$ cat src/bfs_consts.svh
// ########################################
// Lane count, queue depth and id width
// ########################################
`ifndef BFS_CONSTS_SVH
`define BFS_CONSTS_SVH

`define BFS_NUM_LANES 4
// Rows per lane, one row stays spare to tell full from empty
`define BFS_Q_SIZE    8
`define BFS_VID_W     32

// Derived index widths
`define BFS_LANE_W    ($clog2(`BFS_NUM_LANES))
`define BFS_Q_AW      ($clog2(`BFS_Q_SIZE))

`endif

$ cat src/bfs_vertex_pkg.sv
// ########################################
// Vertex id type and frontier row union
// ########################################
`include "bfs_consts.svh"

package bfs_vertex_pkg;

  // One vertex id
  typedef logic [`BFS_VID_W-1:0] vid_t;

  // Two ids of a row, lo is the older entry
  typedef struct packed {
    vid_t hi;
    vid_t lo;
  } vid_pair_t;

  // Queue row seen as one word or as an id pair
  typedef union packed {
    logic [2*`BFS_VID_W-1:0] raw;
    vid_pair_t               pair;
  } frontier_row_u;

endpackage

$ cat src/bfs_lane_pkg.sv
// ########################################
// Enqueue row, lane status, drained row
// ########################################
`include "bfs_consts.svh"

package bfs_lane_pkg;

  // Incoming row from the expansion stage
  // req is 01 for one id, 11 for a pair
  typedef struct packed {
    logic [1:0]                   req;
    bfs_vertex_pkg::frontier_row_u row;
  } enq_row_t;

  // Per-lane flags seen by dispatch and drain
  typedef struct packed {
    logic full;
    logic empty;
    logic filled;
    // Dequeue honoured this cycle
    logic taken;
  } lane_status_t;

  // Row leaving the buffer
  typedef struct packed {
    logic [`BFS_LANE_W-1:0]       lane;
    // Number of valid ids, 1 or 2
    logic [1:0]                   count;
    bfs_vertex_pkg::frontier_row_u row;
  } drain_out_t;

endpackage

$ cat src/queue_out.sv
// ########################################
// Frontier queue for one lane
// ########################################
`include "bfs_consts.svh"

module queue_out (
  input  logic                          clk,
  input  logic                          bfs_rst,
  input  logic [1:0]                    enqueue_req,
  input  bfs_vertex_pkg::frontier_row_u wdata_in,
  input  logic                          dequeue_req,
  output bfs_vertex_pkg::frontier_row_u rdata_out,
  output bfs_lane_pkg::lane_status_t    status
);

  // Two id slots per row
  bfs_vertex_pkg::vid_t slot0 [`BFS_Q_SIZE];
  bfs_vertex_pkg::vid_t slot1 [`BFS_Q_SIZE];
  logic [`BFS_Q_SIZE-1:0] valid0;
  // Set when both slots hold an id
  logic [`BFS_Q_SIZE-1:0] valid01;

  // Pointers with a polarity bit on top
  logic [`BFS_Q_AW:0]   head_ptr;
  logic [`BFS_Q_AW:0]   tail_ptr;
  logic [`BFS_Q_AW-1:0] head_idx;
  logic [`BFS_Q_AW-1:0] tail_idx;
  logic [`BFS_Q_AW-1:0] tail_idx_inc;

  logic any_req;
  logic pair_req;
  logic tail_half;
  logic head_is_tail;
  logic q_full;
  logic q_empty;
  logic enq_ok;
  logic refuse;
  logic take;
  logic adv_head;
  logic adv_tail;

  assign head_idx     = head_ptr[`BFS_Q_AW-1:0];
  assign tail_idx     = tail_ptr[`BFS_Q_AW-1:0];
  assign tail_idx_inc = tail_idx + 1'b1;

  assign any_req  = |enqueue_req;
  assign pair_req = &enqueue_req;

  // Tail row already has slot 0 taken
  assign tail_half    = valid0[tail_idx];
  assign head_is_tail = (head_ptr == tail_ptr);

  assign q_full  = (tail_idx_inc == head_idx);
  assign q_empty = ~valid0[head_idx];

  assign enq_ok = any_req & ~q_full;

  // Enqueue is completing the half row at the head, so hold the dequeue
  assign refuse = head_is_tail & tail_half & enq_ok;
  assign take   = dequeue_req & ~q_empty & ~refuse;

  // Head only moves past rows that were filled
  assign adv_head = take & valid01[head_idx];
  assign adv_tail = enq_ok & (pair_req | tail_half);

  // Id storage
  always_ff @(posedge clk) begin
    if (enq_ok) begin
      if (tail_half) begin
        slot1[tail_idx] <= wdata_in.pair.lo;
        if (pair_req) begin
          slot0[tail_idx_inc] <= wdata_in.pair.hi;
        end
      end else begin
        slot0[tail_idx] <= wdata_in.pair.lo;
        if (pair_req) begin
          slot1[tail_idx] <= wdata_in.pair.hi;
        end
      end
    end
  end

  // Row valid bits
  always_ff @(posedge clk) begin
    if (bfs_rst) begin
      valid0  <= '0;
      valid01 <= '0;
    end else begin
      // Dequeue drops both slots of the head row
      if (take) begin
        valid0[head_idx]  <= 1'b0;
        valid01[head_idx] <= 1'b0;
      end
      if (enq_ok) begin
        if (tail_half) begin
          valid01[tail_idx] <= 1'b1;
          if (pair_req) begin
            valid0[tail_idx_inc] <= 1'b1;
          end
        end else begin
          valid0[tail_idx] <= 1'b1;
          if (pair_req) begin
            valid01[tail_idx] <= 1'b1;
          end
        end
      end
    end
  end

  always_ff @(posedge clk) begin
    if (bfs_rst) begin
      head_ptr <= '0;
      tail_ptr <= '0;
    end else begin
      if (adv_head) begin
        head_ptr <= head_ptr + 1'b1;
      end
      if (adv_tail) begin
        tail_ptr <= tail_ptr + 1'b1;
      end
    end
  end

  assign rdata_out.pair = '{hi: slot1[head_idx], lo: slot0[head_idx]};

  assign status = '{full: q_full, empty: q_empty, filled: valid01[head_idx], taken: take};

endmodule

$ cat config.mk
export PLATFORM = sky130hd
export DESIGN_NAME = queue_out
export DESIGN_NICKNAME = d
export VERILOG_FILES = /design/src/bfs_vertex_pkg.sv /design/src/bfs_lane_pkg.sv /design/src/queue_out.sv
export VERILOG_INCLUDE_DIRS = /design/src /design/src/src
export SDC_FILE = /design/constraint.sdc
export NUM_CORES = 1
export LEC_CHECK = 0
export ABC_CLOCK_PERIOD_IN_PS = 6200
export BUFFER_PORTS_ARGS = -buffer_cell sky130_fd_sc_hd__buf_2
export CAP_MARGIN = 20
export CORE_ASPECT_RATIO = 0.7
export CORE_MARGIN = 5
export CORE_UTILIZATION = 45
export DETAILED_ROUTE_END_ITERATION = 8
export SYNTH_ARGS = -nofsm -noshare
export SYNTH_HDL_FRONTEND = slang
export SYNTH_SLANG_ARGS = --single-unit
export TNS_END_PERCENT = 5
$ cat constraint.sdc
create_clock -name clk -period 6.2 [get_ports clk]
set_clock_uncertainty 0.1 [all_clocks]
set_input_delay 1.24 -clock clk [delete_from_list [all_inputs] [get_ports clk]]
set_output_delay 1.24 -clock clk [all_outputs]
set_load 0.05 [all_outputs]
# Word-level counts from Yosys, hierarchy flattened
# Memories as Yosys holds them, arrays and structs flattened. A register that Yosys moved wholly into a read port is not among the register bits.
# Cells that the tools add are included.
[op_classes]
n_addsub = 3
n_lt_le_gt_ge = 6
n_eq_ne = 2
mux = 43
bitwise = 18
reduce_logical = 6
[ops]
columns = ["operator", "count"]
rows = [
  ["$mux W8", 10],
  ["$mux W32", 2],
  ["$reduce_or A32 Y1", 1],
  ["$or A8 B8 Y8", 3],
  ["$mux W1", 20],
  ["$and A8 B8 Y8", 2],
  ["$mux W3", 5],
  ["$lt A3 B4 Y1 const B", 3],
  ["$bmux W1 S3", 3],
  ["$demux W1 S3", 3],
  ["$ge A3 B1 Y1 const B", 3],
  ["$add A4 B1 Y4 const B", 2],
  ["$not A8 Y8", 1],
  ["$and A1 B1 Y1", 7],
  ["$eq A4 B4 Y1", 1],
  ["$add A3 B1 Y3 const B", 1],
  ["$eq A3 B3 Y1", 1],
  ["$logic_and A1 B1 Y1", 3],
  ["$not A1 Y1", 3],
  ["$or A1 B1 Y1", 2],
  ["$reduce_and A2 Y1", 1],
  ["$reduce_or A2 Y1", 1],
]
[word_totals]
regBits = 24
mem_bits_rw = 512
inputBits = 69
elab_cells = 84
n_memories = 2
[memory_table]
columns = ["name", "depth", "word_bits", "rd", "rd_clocked_by_memory_dff", "wr", "line", "rtl"]
rows = [
  ["slot0", 8, 32, 1, 1, 1, "queue_out.sv:17", "bfs_vertex_pkg::vid_t slot0 [`BFS_Q_SIZE];"],
  ["slot1", 8, 32, 1, 1, 1, "queue_out.sv:18", "bfs_vertex_pkg::vid_t slot1 [`BFS_Q_SIZE];"],
]

# Longest topological paths before layout
# Gate-level depths: netlist (run 1).
[depth]
ltp_word = 13
depth_mapped = 8

# Worst setup path before layout (run 1)
# No wires, ideal clock.
[synth_timing]
kind = "in2reg"
from = "input port enqueue_req[1]"
to = "memory slot1[0][0] (netlist bit) (enable)"
setup_time_ns = 0.461
arrival_time_ns = 4.182
required_ns = 5.639
slack_ns = 1.456
cell_stages = 5
path_buffers = 1
cell_sequence = "nor2_1 -> o21a_1 -> or3_1 -> buf_2 -> nor3_1"
[synth_between]
elab_chain_len = 6
elab_cells_between_ends = 10
classes_between = "6 x mux; 2 x bitwise; 2 x reduce/logical"
[synth_rtl]
columns = ["element", "line", "rtl"]
rows = [
  ["start: declaration", "queue_out.sv:9", "input logic [1:0] enqueue_req,"],
  ["$reduce_and A2 Y1", "queue_out.sv:47", "assign pair_req = &enqueue_req;"],
  ["$mux W1", "queue_out.sv:76", "if (pair_req) begin"],
  ["$mux W1", "queue_out.sv:69", "if (tail_half) begin"],
  ["$mux W1", "queue_out.sv:68", "if (enq_ok) begin"],
  ["$mux W1 (not written as such)", "queue_out.sv:77", "slot1[tail_idx] <= wdata_in.pair.hi;"],
  ["$or A1 B1 Y1 (no source line) *", "-", ""],
  ["end: declaration", "queue_out.sv:18", ""],
]
# Every way passes the cells marked *; elsewhere a longest branch is shown, timed or not.

==> flow_results.xml, run 1 <==
<?xml version="1.0" encoding="UTF-8"?>
<metrics>
  <group name="floorplanning">
    <metric name="die_w" unit="µm">271.8</metric>
    <metric name="floorplan.io_pins" unit="">137</metric>
    <metric name="fp.dieArea" unit="mm²">0.05254</metric>
    <metric name="core_region_area" unit="mm²">0.04770</metric>
    <metric name="die_span_y" unit="µm">193.3</metric>
    <metric name="starting_density_of_the_core" unit="%">45.28</metric>
    <metric name="site_rows" unit="">67</metric>
  </group>
  <group name="grt">
    <metric name="globalRoute.totalOverflow" unit="">0</metric>
    <metric name="grt_max_degree" unit="">59</metric>
    <metric name="first_global_vias" unit="">10860</metric>
    <metric name="grt_antenna_before_repair" unit="">2</metric>
    <metric name="global_route_wire_length_before_repair" unit="mm">71.29</metric>
    <metric name="track_usage" unit="%">17.98</metric>
  </group>
  <group name="route">
    <metric name="routedLengthMet1" unit="mm">21.81</metric>
    <metric name="dr_wl_met3" unit="mm">3.304</metric>
    <metric name="routedWlPerCell" unit="µm">26.00</metric>
    <metric name="top_layer" unit="">met4</metric>
    <metric name="drt-vias-per-instance" unit="">5.740</metric>
    <metric name="detailedRoute.firstIterationViolations" unit="">824</metric>
    <metric name="routed-via-count" unit="">10490</metric>
    <metric name="wl_met2" unit="mm">21.57</metric>
    <metric name="drc" unit="">0</metric>
    <metric name="drt_pass1_iterations" unit="">6</metric>
    <metric name="drt-total-wl" unit="mm">47.53</metric>
    <metric name="antenna_left" unit="">0</metric>
  </group>
  <group name="sta">
    <metric name="finalWorstPathRequiredPeriod" unit="ns">4.429</metric>
    <metric name="setup_total_negative_slack" unit="ns">0</metric>
    <metric name="fmax" unit="MHz">225.8</metric>
    <metric name="final_max_slew_viol_count" unit="">0</metric>
    <metric name="unrepaired_setup_endpoints_after_global_routing" unit="">no</metric>
    <metric name="final-hold-violation-count" unit="">0</metric>
    <metric name="setup_viol_count_final" unit="">0</metric>
    <metric name="post-route-period-util" unit="%">71.44</metric>
    <metric name="least_margin_pin_slew" unit="ns">0.9354</metric>
    <metric name="tightest_slew_margin_relative_to_the_limit" unit="%">37.49</metric>
  </group>
  <group name="critical_path">
    <metric name="timing.critical_path.to_type" unit="">output port</metric>
    <metric name="cp_data_arrival_time" unit="ns">3.09</metric>
    <metric name="cp_data_required_time" unit="ns">4.86</metric>
    <metric name="r2r_start" unit="">tail_ptr[1]</metric>
    <metric name="start_kind" unit="">register</metric>
    <metric name="critPathKind" unit="">reg -&gt; out</metric>
    <metric name="ff2ff_setup_slack" unit="ns">2.21</metric>
    <metric name="crit-reg2reg-capture" unit="">slot0[6][26]</metric>
    <metric name="critPathMaxFanout" unit="">48</metric>
    <metric name="length_in_cells_of_the_worst_reg_to_reg_path" unit="">6</metric>
  </group>
  <group name="power">
    <metric name="power.density" unit="mW/mm²">432.7</metric>
    <metric name="p_leak" unit="nW">7.775</metric>
    <metric name="worst_ir_drop_vdd" unit="mV">0.2264</metric>
    <metric name="fin_total_pwr" unit="W">0.01068</metric>
  </group>
  <group name="synthesis">
    <metric name="yosys_register_bits" unit="">539</metric>
    <metric name="netlist_area_before_placement" unit="mm²">0.02160</metric>
    <metric name="mappedNetlistNets" unit="">1083</metric>
    <metric name="synthesis.area_per_instance" unit="µm²">21.34</metric>
    <metric name="syn-instance-count" unit="">1012</metric>
    <metric name="async_s_r_ff_share_synth" unit="%">0</metric>
    <metric name="post_synth_num_cell_types" unit="">44</metric>
    <metric name="synth-edff-count" unit="">512</metric>
    <metric name="synth_sequential_area_ratio" unit="%">73.69</metric>
    <metric name="synthFlopType" unit="">edfxtp_1</metric>
    <metric name="ys_warn_count" unit="">0</metric>
  </group>
  <group name="cells_and_area">
    <metric name="layout.filler_cells" unit="">3767</metric>
    <metric name="ff_latch_area" unit="mm²">0.01593</metric>
    <metric name="finish.net_count" unit="">1238</metric>
    <metric name="layout.cells.most_common" unit="">edfxtp_1</metric>
    <metric name="layout-area-overhead-vs-synth" unit="%">14.25</metric>
    <metric name="most-common-layout-cells" unit="">edfxtp_1 (512), buf_2 (136), mux4_2 (130), mux2_2 (114), clkbuf_16 (52)</metric>
    <metric name="ratio_of_cells_with_drive_above_1_in_the_final_layout" unit="%">41.91</metric>
    <metric name="multi_input_area" unit="mm²">0.005477</metric>
  </group>
  <group name="min_path">
    <metric name="timing.hold.worst_path_depth" unit="">2</metric>
    <metric name="hold_start" unit="">valid01[6]</metric>
    <metric name="hold_path_end" unit="">valid01[6]</metric>
    <metric name="hold_class" unit="">reg -&gt; reg</metric>
  </group>
  <group name="clock_network">
    <metric name="clock_insertion_delay_worst_skew" unit="ns">0.57</metric>
    <metric name="hold_buffers" unit="">0</metric>
    <metric name="cts_tree" unit="">yes</metric>
    <metric name="cts_root_buffer" unit="">clkbuf_16</metric>
    <metric name="post_cts_setup_buffer_count" unit="">0</metric>
    <metric name="post_cts_resize_count" unit="">0</metric>
    <metric name="cts.clk_slew.worst_paths" unit="ns">0.07</metric>
    <metric name="num_cts_buffers" unit="">51</metric>
    <metric name="cts.sink_count" unit="">539</metric>
    <metric name="h-tree-depth" unit="">2</metric>
    <metric name="ctsLongestPathBuffers" unit="">3</metric>
  </group>
  <group name="placement">
    <metric name="gp_routability_congestion" unit="">0.8316</metric>
    <metric name="place_hpwl" unit="mm">28.95</metric>
    <metric name="number_of_buffers_added_on_ports" unit="">136</metric>
  </group>
  <group name="job">
    <metric name="maxCapViolCount" unit="">0</metric>
  </group>
  <group name="run_status">
    <metric name="outcome" unit="">finished, final reports clean</metric>
  </group>
</metrics>
sequential cells by signal, summed over array words and instances, names as in the netlist, named ones only:
name      cells
head_ptr      4
slot0       256
slot1       256
tail_ptr      4
valid0        8
valid01       8
synth_stat cells (4+ instances only):
cell type  count  area (µm²)
a21oi_1        8       40.04
buf_1          9       33.78
buf_2         14       70.07
buf_4          6       45.04
clkbuf_1      29       108.9
dfxtp_1       27       540.5
edfxtp_1     512       15370
inv_1         14       52.55
mux2_1        23       259.0
mux2_2       114        1284
mux2i_1        4       40.04
mux4_2       130        2928
nand2_1       10       37.54
nand2b_1      10       62.56
nand3_1        6       30.03
nor2_1        23       86.33
nor3_1         4       20.02
nor4_1         6       37.54
o21ai_0        5       25.02
o32ai_1       16       140.1
or3_1          4       25.02
xor2_1         5       43.79
cell families (layout without fill, tap and decap cells):
kind of cell | after synthesis | in the layout | share of synthesized area (%)
adders and majority gates | 2 | 2 | 0.1158
buffers and inverters | 73 | 266 | 1.489
AOI/OAI and AO/OA | 36 | 36 | 1.217
xor gates and xnor gates | 7 | 7 | 0.3476
other | 0 | 2 | 0
and+or+nand+nor | 83 | 83 | 2.149
DFF | 539 | 539 | 73.69
muxes | 272 | 272 | 20.99
worst max-delay path, stage by stage (launching register included):
cell	delay (ns)
dfxtp_4	0.92
buf_12	0.43
mux4_2	0.56
mux2_2	0.32
buf_2	0.22
how the worst max path moves through the flow:
| stage | startpoint | endpoint | slack, ns | cells after the start |
|---|---|---|---|---|
| after floorplan | enqueue_req[1] | slot1[0][0] | 1.46 | 5 |
| after global placement | register | rdata_out[22] | 2.23 | 4 |
| after detailed placement | register | rdata_out[22] | 2.23 | 4 |
| after CTS | register | rdata_out[22] | 1.60 | 4 |
| after global routing | register | rdata_out[22] | 1.53 | 4 |
| final | register | rdata_out[30] | 1.77 | 4 |
report_power, final:
part	leakage (nW)	switching (W)	internal, W
logic	2.15	0.00199	0.000880
registers	4.86	0.000139	0.00476
clock network	0.765	0.00129	0.00161
layer usage:
layer | global-route usage (%) | vias to the layer above
li1 | - | 4527
met1 | 27.38 | 5564
met2 | 26.84 | 350
met3 | 4.173 | 52
met4 | 4.018 | 0
met5 | 0 | -
final cells by class:
class                   count  area share [%]
diodes                      2         0.02028
clock buffers              58           5.365
clock inverters            33          0.8924
inverters                  14          0.2130
multi-input cells         400           22.19
flip-flops and latches    539           64.55
well taps                 621           3.149
repair buffers            161           3.621
per-stage QoR:
step	utilization, %	setup WS, ns	hold WS, ns	instances	area [µm²]
2_1_floorplan	-	1.456	0.3503	1012	21600
5_1_grt	51.73	1.527	0.4019	1828	24670
3_5_place_dp	48.48	2.225	0.3724	1735	23130
6_report	51.73	1.771	0.3813	1828	24670
3_3_place_gp	48.48	2.229	0.3653	1735	23130
4_1_cts	51.72	1.604	0.3839	1826	24670
Power figures use the tool's default switching activity.
==> inputs of run 2 (changes only) <==
--- a/config.mk
+++ b/config.mk
@@ -6,7 +6,7 @@
 export SDC_FILE = /design/constraint.sdc
 export NUM_CORES = 1
 export LEC_CHECK = 0
-export ABC_CLOCK_PERIOD_IN_PS = 6200
+export ABC_CLOCK_PERIOD_IN_PS = 4600
 export BUFFER_PORTS_ARGS = -buffer_cell sky130_fd_sc_hd__buf_2
 export CAP_MARGIN = 20
 export CORE_ASPECT_RATIO = 0.7
==> constraint.sdc (replaced) <==
create_clock -name clk -period 4.6 [get_ports clk]
set_clock_uncertainty 0.1 [all_clocks]
set_input_delay 0.92 -clock clk [delete_from_list [all_inputs] [get_ports clk]]
set_output_delay 0.92 -clock clk [all_outputs]
set_load 0.05 [all_outputs]
==> run 2 against run 1 <==
Net effect: via count fell by 1.4%; combinational power grew 35%; critical path depth stayed put; worst hold slack about the same; clock power increased by 33%; non-clock buffer count increased by 7; first-iteration DRC count rose by 29%; flip-flop and latch count did not move; critical endpoint is now rdata_out[3].
==> flow_results.xml, run 2 (synthesis gave the netlist of run 1 again) <==
<?xml version="1.0" encoding="UTF-8"?>
<metrics>
  <group name="cells_and_area">
    <metric name="reg_top3" unit="">slot0 (256), slot1 (256)</metric>
    <metric name="layout.cells.most_common" unit="">edfxtp_1</metric>
    <metric name="ratio_of_cells_with_drive_above_1_in_the_final_layout" unit="%">41.60</metric>
    <metric name="layout-area-overhead-vs-synth" unit="%">14.39</metric>
    <metric name="most-common-layout-cells" unit="">edfxtp_1 (512), buf_2 (136), mux4_2 (130), mux2_2 (114), clkbuf_16 (52)</metric>
    <metric name="final_design_area_no_fill" unit="mm²">0.02470</metric>
    <metric name="finish.net_count" unit="">1245</metric>
    <metric name="final_cell_count_no_fill" unit="">1831</metric>
  </group>
  <group name="floorplanning">
    <metric name="die_span_y" unit="µm">193.3</metric>
    <metric name="die_w" unit="µm">271.8</metric>
    <metric name="fp.dieArea" unit="mm²">0.05254</metric>
    <metric name="floorplan.io_pins" unit="">137</metric>
    <metric name="core_region_area" unit="mm²">0.04770</metric>
    <metric name="site_rows" unit="">67</metric>
    <metric name="starting_density_of_the_core" unit="%">45.28</metric>
  </group>
  <group name="job">
    <metric name="maxCapViolCount" unit="">0</metric>
  </group>
  <group name="critical_path">
    <metric name="start_kind" unit="">register</metric>
    <metric name="ff2ff_setup_slack" unit="ns">1.08</metric>
    <metric name="timing.critical_path.to_type" unit="">output port</metric>
    <metric name="cp_data_arrival_time" unit="ns">2.77</metric>
    <metric name="cp_data_required_time" unit="ns">3.58</metric>
    <metric name="critPathKind" unit="">reg -&gt; out</metric>
    <metric name="critPathMaxFanout" unit="">21</metric>
  </group>
  <group name="clock_network">
    <metric name="cts_tree" unit="">yes</metric>
    <metric name="num_cts_buffers" unit="">51</metric>
    <metric name="h-tree-depth" unit="">2</metric>
    <metric name="cts_root_buffer" unit="">clkbuf_16</metric>
    <metric name="cts.clk_slew.worst_paths" unit="ns">0.06</metric>
    <metric name="post_cts_resize_count" unit="">0</metric>
    <metric name="ctsLongestPathBuffers" unit="">3</metric>
    <metric name="clock_insertion_delay_worst_skew" unit="ns">0.56</metric>
    <metric name="post_cts_setup_buffer_count" unit="">0</metric>
    <metric name="cts.sink_count" unit="">539</metric>
    <metric name="hold_buffers" unit="">0</metric>
  </group>
  <group name="power">
    <metric name="fin_total_pwr" unit="W">0.01433</metric>
    <metric name="swShare" unit="%">31.89</metric>
    <metric name="power.share.sequential" unit="%">46.0</metric>
    <metric name="p_leak" unit="nW">7.777</metric>
    <metric name="power_report.internal_total" unit="W">0.009760</metric>
    <metric name="worst_ir_drop_vdd" unit="mV">0.3498</metric>
    <metric name="switchingPower" unit="W">0.004571</metric>
    <metric name="p_clk_share" unit="%">27.0</metric>
    <metric name="power.share.combinational" unit="%">27.1</metric>
    <metric name="power.density" unit="mW/mm²">580.1</metric>
  </group>
  <group name="sta">
    <metric name="fmax" unit="MHz">263.7</metric>
    <metric name="unrepaired_setup_endpoints_after_global_routing" unit="">no</metric>
    <metric name="post-route-period-util" unit="%">82.43</metric>
    <metric name="final_max_slew_viol_count" unit="">0</metric>
    <metric name="tightest_slew_margin_relative_to_the_limit" unit="%">47.87</metric>
    <metric name="setup_viol_count_final" unit="">0</metric>
    <metric name="setup_total_negative_slack" unit="ns">0</metric>
    <metric name="least_margin_pin_slew" unit="ns">0.7747</metric>
    <metric name="finalWorstPathRequiredPeriod" unit="ns">3.792</metric>
    <metric name="final-hold-violation-count" unit="">0</metric>
    <metric name="setup_slack" unit="ns">0.8083</metric>
  </group>
  <group name="route">
    <metric name="drt_pass1_iterations" unit="">5</metric>
    <metric name="drc" unit="">0</metric>
    <metric name="detailedRoute.firstIterationViolations" unit="">1066</metric>
    <metric name="drt-vias-per-instance" unit="">5.650</metric>
    <metric name="routedWlPerCell" unit="µm">25.33</metric>
    <metric name="routed-via-count" unit="">10350</metric>
    <metric name="drt-total-wl" unit="mm">46.37</metric>
    <metric name="antenna_left" unit="">0</metric>
  </group>
  <group name="grt">
    <metric name="first_global_vias" unit="">10930</metric>
    <metric name="track_usage" unit="%">17.66</metric>
    <metric name="globalRoute.totalOverflow" unit="">0</metric>
    <metric name="global_route_wire_length_before_repair" unit="mm">70.06</metric>
    <metric name="grt_antenna_before_repair" unit="">1</metric>
    <metric name="grt_max_degree" unit="">62</metric>
  </group>
  <group name="placement">
    <metric name="preCtsSetupSlack" unit="ns">1.106</metric>
    <metric name="gp_routability_congestion" unit="">0.8680</metric>
    <metric name="number_of_buffers_added_on_ports" unit="">136</metric>
    <metric name="number_of_instances_in_the_placed_design" unit="">1742</metric>
    <metric name="place_hpwl" unit="mm">28.42</metric>
    <metric name="place_area" unit="mm²">0.02319</metric>
  </group>
  <group name="run_status">
    <metric name="outcome" unit="">finished, final reports clean</metric>
  </group>
  <group name="min_path">
    <metric name="hold_class" unit="">reg -&gt; reg</metric>
  </group>
</metrics>
==> run 2: changes by cell type in the layout (fill, tap and decap cells not counted) <==
cell / previous run / this run
inv_6: 1 / 2
buf_12: 2 / 3
bufinv_16: 2 / 1
clkinvlp_4: 2 / 3
clkinv_1: 12 / 10
diode_2: 2 / 1
clkbuf_1: 6 / 14
clkbuf_8: 0 / 1
buf_4: 23 / 29
clkinv_2: 15 / 4
==> run 2: metal layers <==
metal / track usage [%] / routed length (µm) / vias to the layer above
met5: 0 / 0 / -
met4: 3.150 / 535 / 0
met3: 3.344 / 2416 / 50
met2: 27.30 / 21700 / 263
met1: 26.92 / 21720 / 5495
li1: - / - / 4537
==> run 2: worst paths after layout <==
kind                    start           end  depth (start not counted)
hold reg to reg    valid01[1]    valid01[1]                          2
setup / recovery     register  rdata_out[3]                          4
hold / removal     valid01[1]    valid01[1]                          2
setup reg to reg  tail_ptr[1]   slot0[7][8]                          6
==> run 2: power groups by stage <==
stage,clock [W],sequential (W),combinational (W)
4_1_cts,0.00395,0.00659,0.00396
3_5_place_dp,0,0.00669,0.00395
6_report,0.00386,0.00659,0.00388
3_3_place_gp,0,0.00666,0.00392
5_1_grt,0.00417,0.00664,0.00415
2_1_floorplan,0,0.00662,0.00284
==> run 2: area by class of cell <==
type                       count  area, µm²
clock inverter                21      143.9
timing repair buffer         168      958.4
sequential                   539      15930
fill                        3736      22990
multi-input combinational    400       5477
antenna                        1      2.502
inverter                      14      52.55
clock buffer                  67       1368
tap                          621      777.0
==> run 2: critical path, stage by stage, from the launching register on <==
cell,delay (ns)
dfxtp_4,0.64
buf_4,0.44
mux4_2,0.55
mux2_2,0.32
buf_2,0.22
==> run 2: metrics by stage <==
| stage | util, % | hold slack [ns] |
|---|---|---|
| 2_1_floorplan | - | 0.3503 |
| 6_report | 51.79 | 0.3810 |
| 3_5_place_dp | 48.62 | 0.3758 |
| 5_1_grt | 51.79 | 0.4132 |
| 4_1_cts | 51.79 | 0.3847 |
| 3_3_place_gp | 48.62 | 0.3628 |
